`src/rvfi_monitor_pkg.sv`:
```
package rvfi_monitor_pkg;

    // widths with a meaning on the RVFI side
    typedef logic [31:0] xlen_word_t;   // insn, pc, register or data word
    typedef logic [4:0]  reg_addr_t;
    typedef logic [63:0] order_t;

    typedef enum logic [1:0] {
        mon_idle   = 2'd0, // no retirement seen yet
        mon_run    = 2'd1,
        mon_halted = 2'd2,
        mon_fault  = 2'd3  // sticky until reset
    } mon_state_t;

    // lower value wins when several errors hit the same retirement
    typedef enum logic [2:0] {
        cause_none       = 3'd0,
        cause_order      = 3'd1,
        cause_pc         = 3'd2,
        cause_x0_write   = 3'd3,
        cause_rs1        = 3'd4,
        cause_rs2        = 3'd5,
        cause_after_halt = 3'd6
    } fault_cause_t;

    typedef logic [2:0] counter_sel_t;

    // counter select codes
    localparam counter_sel_t sel_cycles     = 3'd0;
    localparam counter_sel_t sel_retired    = 3'd1;
    localparam counter_sel_t sel_traps      = 3'd2;
    localparam counter_sel_t sel_intrs      = 3'd3;
    localparam counter_sel_t sel_loads      = 3'd4;
    localparam counter_sel_t sel_stores     = 3'd5;
    localparam counter_sel_t sel_ctrl_xfers = 3'd6;
    localparam counter_sel_t sel_zero       = 3'd7;  // reads as zero

    // number of implemented counters, code 7 has none behind it
    localparam int num_counters = 7;

    // instruction length assumed for sequential flow
    localparam xlen_word_t insn_step = 32'd4;

endpackage

```
`src/rvfi_monitor_ctrl.sv`:
```
`timescale 1ns/1ps

module rvfi_monitor_ctrl import rvfi_monitor_pkg::*; (
    input  logic         rvfi_ext_clk,
    input  logic         rvfi_ext_reset_n,
    input  logic         rvfi_valid,
    input  logic         rvfi_halt,
    input  order_t       rvfi_order,
    input  logic         order_err,
    input  logic         pc_err,
    input  logic         x0_err,
    input  logic         rs1_err,
    input  logic         rs2_err,
    output logic         check_en,
    output mon_state_t   mon_state,
    output logic         fault,
    output fault_cause_t fault_cause,
    output order_t       fault_order
);

    mon_state_t   state_q, state_d;
    fault_cause_t cause_q;
    order_t       order_q;
    fault_cause_t err_cause;   // highest priority error of this retirement
    fault_cause_t new_cause;
    logic         latch;

    // history only exists while running
    assign check_en = (state_q == mon_run);

    always_comb begin
        err_cause = cause_none;
        if (check_en) begin
            if (order_err)
                err_cause = cause_order;
            else if (pc_err)
                err_cause = cause_pc;
            else if (x0_err)
                err_cause = cause_x0_write;
            else if (rs1_err)
                err_cause = cause_rs1;
            else if (rs2_err)
                err_cause = cause_rs2;
        end
    end

    always_comb begin
        state_d   = state_q;
        latch     = 1'b0;
        new_cause = err_cause;
        case (state_q)
            mon_idle: begin
                if (rvfi_valid)
                    state_d = rvfi_halt ? mon_halted : mon_run;
            end
            mon_run: begin
                if (rvfi_valid && err_cause != cause_none) begin
                    state_d = mon_fault;
                    latch   = 1'b1;
                end else if (rvfi_valid && rvfi_halt) begin
                    state_d = mon_halted;
                end
            end
            mon_halted: begin
                if (rvfi_valid) begin   // nothing may retire after a halt
                    state_d   = mon_fault;
                    latch     = 1'b1;
                    new_cause = cause_after_halt;
                end
            end
            default: state_d = state_q;  // fault holds
        endcase
    end

    always_ff @(posedge rvfi_ext_clk or negedge rvfi_ext_reset_n) begin
        if (!rvfi_ext_reset_n) begin
            state_q <= mon_idle;
            cause_q <= cause_none;
            order_q <= '0;
        end else begin
            state_q <= state_d;
            if (latch) begin    // only ever once per reset
                cause_q <= new_cause;
                order_q <= rvfi_order;
            end
        end
    end

    assign mon_state   = state_q;
    assign fault       = (state_q == mon_fault);
    assign fault_cause = cause_q;
    assign fault_order = order_q;

endmodule

```
`src/rvfi_flow_check.sv`:
```
`timescale 1ns/1ps

module rvfi_flow_check import rvfi_monitor_pkg::*; (
    input  logic       rvfi_ext_clk,
    input  logic       rvfi_ext_reset_n,
    input  logic       rvfi_valid,
    input  logic       check_en,
    input  order_t     rvfi_order,
    input  logic       rvfi_intr,
    input  reg_addr_t  rvfi_rd_addr,
    input  xlen_word_t rvfi_rd_wdata,
    input  xlen_word_t rvfi_pc_rdata,
    input  xlen_word_t rvfi_pc_wdata,
    output logic       order_err,
    output logic       pc_err,
    output logic       x0_err
);

    order_t     prev_order_q;
    xlen_word_t next_pc_q;     // pc_wdata of the previous retirement
    order_t     exp_order;

    assign exp_order = prev_order_q + order_t'(1);

    // order must step by exactly one per retirement
    assign order_err = rvfi_valid && check_en && (rvfi_order != exp_order);

    // an interrupt entry may redirect the pc
    assign pc_err = rvfi_valid && check_en && !rvfi_intr
                    && (rvfi_pc_rdata != next_pc_q);

    // no history needed here, the control module decides when it counts
    assign x0_err = rvfi_valid && (rvfi_rd_addr == reg_addr_t'(0))
                    && (rvfi_rd_wdata != '0);

    always_ff @(posedge rvfi_ext_clk or negedge rvfi_ext_reset_n) begin
        if (!rvfi_ext_reset_n) begin
            prev_order_q <= '0;
            next_pc_q    <= '0;
        end else if (rvfi_valid) begin
            prev_order_q <= rvfi_order;
            next_pc_q    <= rvfi_pc_wdata;   // traps too, pc_wdata is the handler
        end
    end

endmodule

```
`src/rvfi_reg_shadow.sv`:
```
`timescale 1ns/1ps

module rvfi_reg_shadow import rvfi_monitor_pkg::*; (
    input  logic       rvfi_ext_clk,
    input  logic       rvfi_ext_reset_n,
    input  logic       rvfi_valid,
    input  logic       rvfi_trap,
    input  reg_addr_t  rvfi_rs1_addr,
    input  reg_addr_t  rvfi_rs2_addr,
    input  xlen_word_t rvfi_rs1_rdata,
    input  xlen_word_t rvfi_rs2_rdata,
    input  reg_addr_t  rvfi_rd_addr,
    input  xlen_word_t rvfi_rd_wdata,
    output logic       rs1_err,
    output logic       rs2_err
);

    xlen_word_t shadow_q [1:31];  // x1..x31, x0 has no storage
    logic [31:1] known_q;         // set once a register was written back
    logic        wr_en;

    // x0 reads zero, unknown registers are accepted as read
    function automatic logic read_bad(input reg_addr_t  addr,
                                      input xlen_word_t rdata,
                                      input logic [31:1] known,
                                      input xlen_word_t value);
        logic bad;
        if (addr == reg_addr_t'(0))
            bad = (rdata != '0);
        else if (known[addr])
            bad = (rdata != value);
        else
            bad = 1'b0;
        return bad;
    endfunction

    xlen_word_t rs1_shadow;
    xlen_word_t rs2_shadow;

    always_comb begin
        rs1_shadow = '0;
        rs2_shadow = '0;
        if (rvfi_rs1_addr != reg_addr_t'(0))
            rs1_shadow = shadow_q[rvfi_rs1_addr];
        if (rvfi_rs2_addr != reg_addr_t'(0))
            rs2_shadow = shadow_q[rvfi_rs2_addr];
    end

    // reads see the state before this retirement's writeback
    assign rs1_err = rvfi_valid && read_bad(rvfi_rs1_addr, rvfi_rs1_rdata, known_q, rs1_shadow);
    assign rs2_err = rvfi_valid && read_bad(rvfi_rs2_addr, rvfi_rs2_rdata, known_q, rs2_shadow);

    // a trapped instruction does not write back
    assign wr_en = rvfi_valid && !rvfi_trap && (rvfi_rd_addr != reg_addr_t'(0));

    always_ff @(posedge rvfi_ext_clk) begin
        if (wr_en)
            shadow_q[rvfi_rd_addr] <= rvfi_rd_wdata;
    end

    always_ff @(posedge rvfi_ext_clk or negedge rvfi_ext_reset_n) begin
        if (!rvfi_ext_reset_n)
            known_q <= '0;
        else if (wr_en)
            known_q[rvfi_rd_addr] <= 1'b1;
    end

endmodule

```
`src/rvfi_perf_counters.sv`:
```
`timescale 1ns/1ps

module rvfi_perf_counters import rvfi_monitor_pkg::*; #(
    parameter int COUNTER_W = 32
) (
    input  logic                 rvfi_ext_clk,
    input  logic                 rvfi_ext_reset_n,
    input  logic                 rvfi_valid,
    input  logic                 rvfi_trap,
    input  logic                 rvfi_intr,
    input  logic [3:0]           rvfi_mem_rmask,
    input  logic [3:0]           rvfi_mem_wmask,
    input  xlen_word_t           rvfi_pc_rdata,
    input  xlen_word_t           rvfi_pc_wdata,
    input  counter_sel_t         counter_sel,
    output logic [COUNTER_W-1:0] counter_value
);

    typedef logic [COUNTER_W-1:0] count_t;

    count_t                  cnt_q [num_counters];
    logic [num_counters-1:0] event_hit;
    xlen_word_t              seq_pc;

    assign seq_pc = rvfi_pc_rdata + insn_step;

    // one increment strobe per counter, indexed by select code
    always_comb begin
        event_hit                 = '0;
        event_hit[sel_cycles]     = 1'b1;  // free running
        event_hit[sel_retired]    = rvfi_valid;
        event_hit[sel_traps]      = rvfi_valid && rvfi_trap;
        event_hit[sel_intrs]      = rvfi_valid && rvfi_intr;
        event_hit[sel_loads]      = rvfi_valid && (rvfi_mem_rmask != 4'b0000);
        event_hit[sel_stores]     = rvfi_valid && (rvfi_mem_wmask != 4'b0000);
        event_hit[sel_ctrl_xfers] = rvfi_valid && (rvfi_pc_wdata != seq_pc);
    end

    always_ff @(posedge rvfi_ext_clk or negedge rvfi_ext_reset_n) begin
        if (!rvfi_ext_reset_n) begin
            for (int i = 0; i < num_counters; i++)
                cnt_q[i] <= '0;
        end else begin
            for (int i = 0; i < num_counters; i++) begin
                if (event_hit[i])
                    cnt_q[i] <= cnt_q[i] + count_t'(1);  // wraps
            end
        end
    end

    // same cycle read of the registered counters
    always_comb begin
        if (counter_sel == sel_zero)
            counter_value = '0;
        else
            counter_value = cnt_q[counter_sel];
    end

endmodule

```
`src/rvfi_monitor.sv`:
```
`timescale 1ns/1ps

module rvfi_monitor import rvfi_monitor_pkg::*; #(
    parameter int COUNTER_W = 32
) (
    input  logic                 rvfi_ext_clk,
    input  logic                 rvfi_ext_reset_n,
    input  logic                 rvfi_valid,
    input  order_t               rvfi_order,
    input  xlen_word_t           rvfi_insn,
    input  logic                 rvfi_trap,
    input  logic                 rvfi_halt,
    input  logic                 rvfi_intr,
    input  logic [1:0]           rvfi_mode,
    input  logic [1:0]           rvfi_ixl,
    input  reg_addr_t            rvfi_rs1_addr,
    input  reg_addr_t            rvfi_rs2_addr,
    input  xlen_word_t           rvfi_rs1_rdata,
    input  xlen_word_t           rvfi_rs2_rdata,
    input  reg_addr_t            rvfi_rd_addr,
    input  xlen_word_t           rvfi_rd_wdata,
    input  xlen_word_t           rvfi_pc_rdata,
    input  xlen_word_t           rvfi_pc_wdata,
    input  xlen_word_t           rvfi_mem_addr,
    input  logic [3:0]           rvfi_mem_rmask,
    input  logic [3:0]           rvfi_mem_wmask,
    input  xlen_word_t           rvfi_mem_rdata,
    input  xlen_word_t           rvfi_mem_wdata,
    input  counter_sel_t         counter_sel,
    output mon_state_t           mon_state,
    output logic                 fault,
    output fault_cause_t         fault_cause,
    output order_t               fault_order,
    output logic [COUNTER_W-1:0] counter_value
);

    logic check_en;
    logic order_err, pc_err, x0_err;   // from the flow check
    logic rs1_err, rs2_err;            // from the shadow file

    rvfi_monitor_ctrl ctrl_i (
        .rvfi_ext_clk, .rvfi_ext_reset_n, .rvfi_valid, .rvfi_halt, .rvfi_order,
        .order_err, .pc_err, .x0_err, .rs1_err, .rs2_err,
        .check_en, .mon_state, .fault, .fault_cause, .fault_order
    );

    rvfi_flow_check flow_i (
        .rvfi_ext_clk, .rvfi_ext_reset_n, .rvfi_valid, .check_en, .rvfi_order,
        .rvfi_intr, .rvfi_rd_addr, .rvfi_rd_wdata, .rvfi_pc_rdata, .rvfi_pc_wdata,
        .order_err, .pc_err, .x0_err
    );

    rvfi_reg_shadow shadow_i (
        .rvfi_ext_clk, .rvfi_ext_reset_n, .rvfi_valid, .rvfi_trap,
        .rvfi_rs1_addr, .rvfi_rs2_addr, .rvfi_rs1_rdata, .rvfi_rs2_rdata,
        .rvfi_rd_addr, .rvfi_rd_wdata, .rs1_err, .rs2_err
    );

    rvfi_perf_counters #(.COUNTER_W(COUNTER_W)) perf_i (
        .rvfi_ext_clk, .rvfi_ext_reset_n, .rvfi_valid, .rvfi_trap, .rvfi_intr,
        .rvfi_mem_rmask, .rvfi_mem_wmask, .rvfi_pc_rdata, .rvfi_pc_wdata,
        .counter_sel, .counter_value
    );

endmodule

```
`config.mk`:
```
export PLATFORM = sky130hd
export DESIGN_NAME = rvfi_monitor
export DESIGN_NICKNAME = d
export VERILOG_FILES = /design/src/rvfi_monitor_pkg.sv /design/src/rvfi_monitor_ctrl.sv /design/src/rvfi_flow_check.sv /design/src/rvfi_reg_shadow.sv /design/src/rvfi_perf_counters.sv /design/src/rvfi_monitor.sv
export SDC_FILE = /design/constraint.sdc
export NUM_CORES = 2
export LEC_CHECK = 0
export BUFFER_PORTS_ARGS = -buffer_cell sky130_fd_sc_hd__buf_2
export CAP_MARGIN = 20
export CELL_PAD_IN_SITES_DETAIL_PLACEMENT = 0
export CELL_PAD_IN_SITES_GLOBAL_PLACEMENT = 2
export CORE_MARGIN = 2
export CORE_UTILIZATION = 25
export DETAILED_ROUTE_END_ITERATION = 6
export GPL_ROUTABILITY_DRIVEN = 1
export PLACE_DENSITY = 0.58
export SLEW_MARGIN = 20
export SYNTH_ARGS = -nofsm -noshare
export SYNTH_HDL_FRONTEND = slang
export SYNTH_SLANG_ARGS = --single-unit
```
`constraint.sdc`:
```
create_clock -name rvfi_ext_clk -period 4 [get_ports rvfi_ext_clk]
set_input_delay 0.8 -clock rvfi_ext_clk [delete_from_list [all_inputs] [get_ports rvfi_ext_clk]]
set_output_delay 0.8 -clock rvfi_ext_clk [all_outputs]
set_load 0.05 [all_outputs]
```
==> summary.txt <==
Detailed routing
  – Routed WL: 308,000 um
  – Drt pass-1 iters: 5
  – Detailed Route Iter0 Violations: 5,015
  – WL met3: 18,200 um
  – Vias/cell: 5.16
  – Detail Route met2 WL: 146,000 um
  – Met1 wire length: 130,000 um
  – ANT nets after route: 0
  – Vias: 52,100
  – Top sig layer: met5
  – DRC Markers: 0
  – WL per Instance: 30.5 um

Power
  – PwrDens: 447 mW/mm^2
  – Psw: 12.0 mW
  – Clock network power share: 38.9%
  – Tot Pwr: 41.0 mW
  – Sw frac: 29.3%
  – Sequential share of power: 41.9%
  – Peak supply drop: 0.385 mV
  – Leak pwr: 34.6 nW
  – P_int: 28.9 mW
  – Combinational Power Share: 19.1%

Worst setup path
  – Crit-path max FO: 14
  – Critical path, cell by cell: buf_4 > buf_12 > nor2b_2 > buf_4 > buf_4 > a22oi_2 > a21oi_4 > a211oi_4 > buf_6 > a2bb2oi_4 > nand4_1 > or4_4 > o31ai_4 > buf_6 > o21ai_4 > o211ai_4 > buf_12 > buf_12 > mux2_2
  – Data required time at the worst endpoint: 4.72 ns
  – CP endpoint kind: flop
  – Crit path launch type: input pin
  – CP max stage delay: 0.56 ns
  – Worst path slowest cell: or4_4
  – CP Data Arrival Time: 5.10 ns
  – Critical path class: input pin to flop

Cells and area
  – Layout area overhead: 28.6%
  – Share of layout cells above drive strength 1: 36.0%
  – Area of all placed cells without fillers: 0.0917 mm^2
  – Nets: 6,597
  – Finished Layout Cells: 10,100
  – Util after Layout: 32.2%
  – Filler cells: 28,200

Place
  – HPWL Detailed: 223,000 um
  – Placed Cells incl. Taps: 9,750
  – Port bufs: 357
  – Setup WS pre-CTS: -2.03 ns
  – Routability cong.: 0.959
  – Placed cell areas: 0.0850 mm^2

Yosys
  – Top cells by area, synth: edfxtp_1 42%, dfrtp_1 15%, mux4_2 9.8%, mux2i_1 7.0%, mux2_2 3.1%
  – Cell count after synthesis: 5,022
  – Async SR Flop Fraction: 29.7%
  – Yosys top cell area share: 41.8%
  – Synth cell count leaders: 992 x edfxtp_1, 497 x mux2i_1, 420 x dfrtp_1
  – YS warnings: 0
  – Post-Synthesis Cell Area: 0.0713 mm^2
  – Syn Nets: 5,423
  – Syn_area_per_cell: 14.2 um^2
  – Dominant cell type by area after synthesis: edfxtp_1
  – Seq cells post-synth: 1,412
  – Most numerous cell in the Yosys netlist: edfxtp_1
  – EDFF count, synth: 992
  – Ys flop type: edfxtp_1
  – Synth unique cells: 96
  – Sequential share of the synthesized area: 56.5%

Run status
  – Status: finished with violations
  – Failing checks: setup timing

GRT
  – First-pass GRT wire length: 421,000 um
  – GR Overflow Total: 0
  – GR Util All Layers: 20.7%
  – Largest net degree at the start of global routing: 104
  – Initial antenna violation count: 24
  – Vias in the first global route: 52,200

STA
  – Final Hold Fails: 0
  – PnR worst setup slack: -0.377 ns
  – Setup Viol. Count Final: 69
  – Clock skew: 0.0777 ns
  – Fin crit share: 109%
  – Worst slew margin: 30.4%
  – Fin. max-slew vios: 0
  – Final worst path period need: 4.38 ns
  – RSZ-0062 raised after global routing: true
  – Worst slew pin tran: 1.03 ns
  – Peak Freq: 0.228 GHz

Floorplan
  – Io pins: 490
  – Core Area: 0.284 mm^2
  – Starting Density: 25.1%
  – Die height: 538 um
  – Die width: 538 um
  – Die area: 0.289 mm^2
  – Floorplan row count: 196

Clock tree
  – CTS clock-pin slew for the worst setup and hold paths: 0.06 ns
  – Clock Tree Buf Depth: 4
  – Clk_lat worst skew: 0.83 ns
  – TritonCTS clock tree: done
  – Clock tree root buffer cell: clkbuf_16
  – TritonCTS sink count: 1,412
  – Num CTS Buffers: 182
  – H-tree depth: 4

Worst hold path
  – Worst hold path type: input pin to flop

Flow run
  – Max Cap Viol: 0
-- stage by stage --
| stage | setup TNS [ns] | hold slack (ns) |
|---|---|---|
| CTS | -21.87 | 0.159 |
| finish | -23.47 | 0.236 |
| global route | -26.50 | 0.186 |
| floorplan | -20.38 | 0.437 |
| global placement | -144.29 | 0.458 |
| detailed placement | -141.44 | 0.457 |
-- state kept, by name (all words and copies together), names as in the netlist --
signal	flops
shadow_i.shadow_q	992
perf_i.cnt_q	224
flow_i.prev_order_q	64
ctrl_i.mon_state	2
ctrl_i.fault_cause	3
flow_i.next_pc_q	32
ctrl_i.fault_order	64
shadow_i.known_q	31
-- cells in the final DEF, fill, tap and decap left out, drive strengths merged, types with 12 or more instances in the layout --
| master | count |
|---|---|
| a22oi | 93 |
| nor4 | 84 |
| mux4 | 315 |
| nor4b | 13 |
| clkbuf | 238 |
| nor2b | 23 |
| inv | 76 |
| a2111o | 13 |
| or2 | 41 |
| o2111ai | 17 |
| ha | 13 |
| a2111oi | 38 |
| xnor2 | 240 |
| o22ai | 74 |
| and3 | 54 |
| mux2i | 497 |
| edfxtp | 992 |
| a221oi | 31 |
| nor2 | 213 |
| and2 | 28 |
| nor3 | 63 |
| xor2 | 136 |
| a31oi | 22 |
| buf | 1279 |
| and4 | 21 |
| nand3 | 129 |
| a211oi | 31 |
| o21ai | 99 |
| nand4 | 96 |
| mux2 | 225 |
| nand2b | 12 |
| a22o | 22 |
| or3 | 14 |
| dfrtp | 420 |
| or4 | 25 |
| nand2 | 280 |
| a21oi | 96 |
| clkinv | 67 |
| o221ai | 20 |
-- what timing repair did --
item                                   in CTS  in global routing
hold buffers                                1                  0
setup endpoints to repair                  69                 69
endpoints found under the hold margin      57                  0
pin swaps                                   7                 21
gates resized for setup                    64                 99
cloned                                      0                  3
setup buffers                               2                 18
-- final timing paths --
path                                                    start                            endpoint  slack, ns  cells past startpoint
max                                          rvfi_rs1_addr[1]  ctrl_i.fault_order[25]$_DFFE_PN0P_      -0.38                     19
min                                          rvfi_pc_wdata[4]     flow_i.next_pc_q[4]$_DFFE_PN0P_       0.24                      2
max reg2reg                shadow_i.shadow_q[8][10]$_DFFE_PP_  ctrl_i.fault_order[25]$_DFFE_PN0P_      -0.31                     14
min reg2reg                      perf_i.cnt_q[95]$_DFFE_PN0P_        perf_i.cnt_q[95]$_DFFE_PN0P_       0.47                      1
max in group asynchronous                    rvfi_ext_reset_n       perf_i.cnt_q[140]$_DFFE_PN0P_       2.47                      3
min in group asynchronous                    rvfi_ext_reset_n        perf_i.cnt_q[28]$_DFFE_PN0P_       0.53                      2
-- power by group through the flow --
stage          clock network, mW  registers (mW)  logic, mW
2_1_floorplan                  0            18.5       3.28
3_3_place_gp                   0            17.4       7.64
3_5_place_dp                   0            17.5       7.68
4_1_cts                     16.3            17.2       7.75
5_1_grt                     16.9            17.3       8.22
6_report                    15.9            17.2       7.84
-- cell type report --
cell class | count | area (um^2) | share of cell area (%)
inverter | 72 | 270 | 0.295
clock inverter | 85 | 762 | 0.831
timing repair buffer | 1284 | 10700 | 11.7
antenna | 7 | 17.5 | 0.0191
sequential | 1412 | 40300 | 44.0
multi-input combinational | 3244 | 30000 | 32.7
tap | 3762 | 4710 | 5.13
clock buffer | 234 | 4920 | 5.37
-- metal layers --
metal,GRT usage (%),up-vias
met3,2.92,501
met1,27.5,27400
met2,34.4,2013
li1,-,22200
met5,0,-
met4,7.30,8
-- worst max-delay path, delay by kind of cell --
kind | cells | cell delay, ns
compound gates | 7 | 1.54
mux | 1 | 0.34
buf+inv | 8 | 1.45
simple gates | 3 | 0.89
-- cell families (layout without fill, tap and decap cells) --
logic type / Yosys count / after routing / share of synthesized area [%]
xor gates and xnor gates: 376 / 376 / 4.62
and+or+nand+nor: 1142 / 1142 / 8.36
DFF: 1412 / 1412 / 56.5
buffers and inverters: 366 / 1675 / 2.82
muxes: 1037 / 1037 / 20.7
other: 0 / 7 / 0
AOI/OAI and AO/OA: 676 / 676 / 6.80
adders and majority gates: 13 / 13 / 0.228
Power figures use the tool's default switching activity.
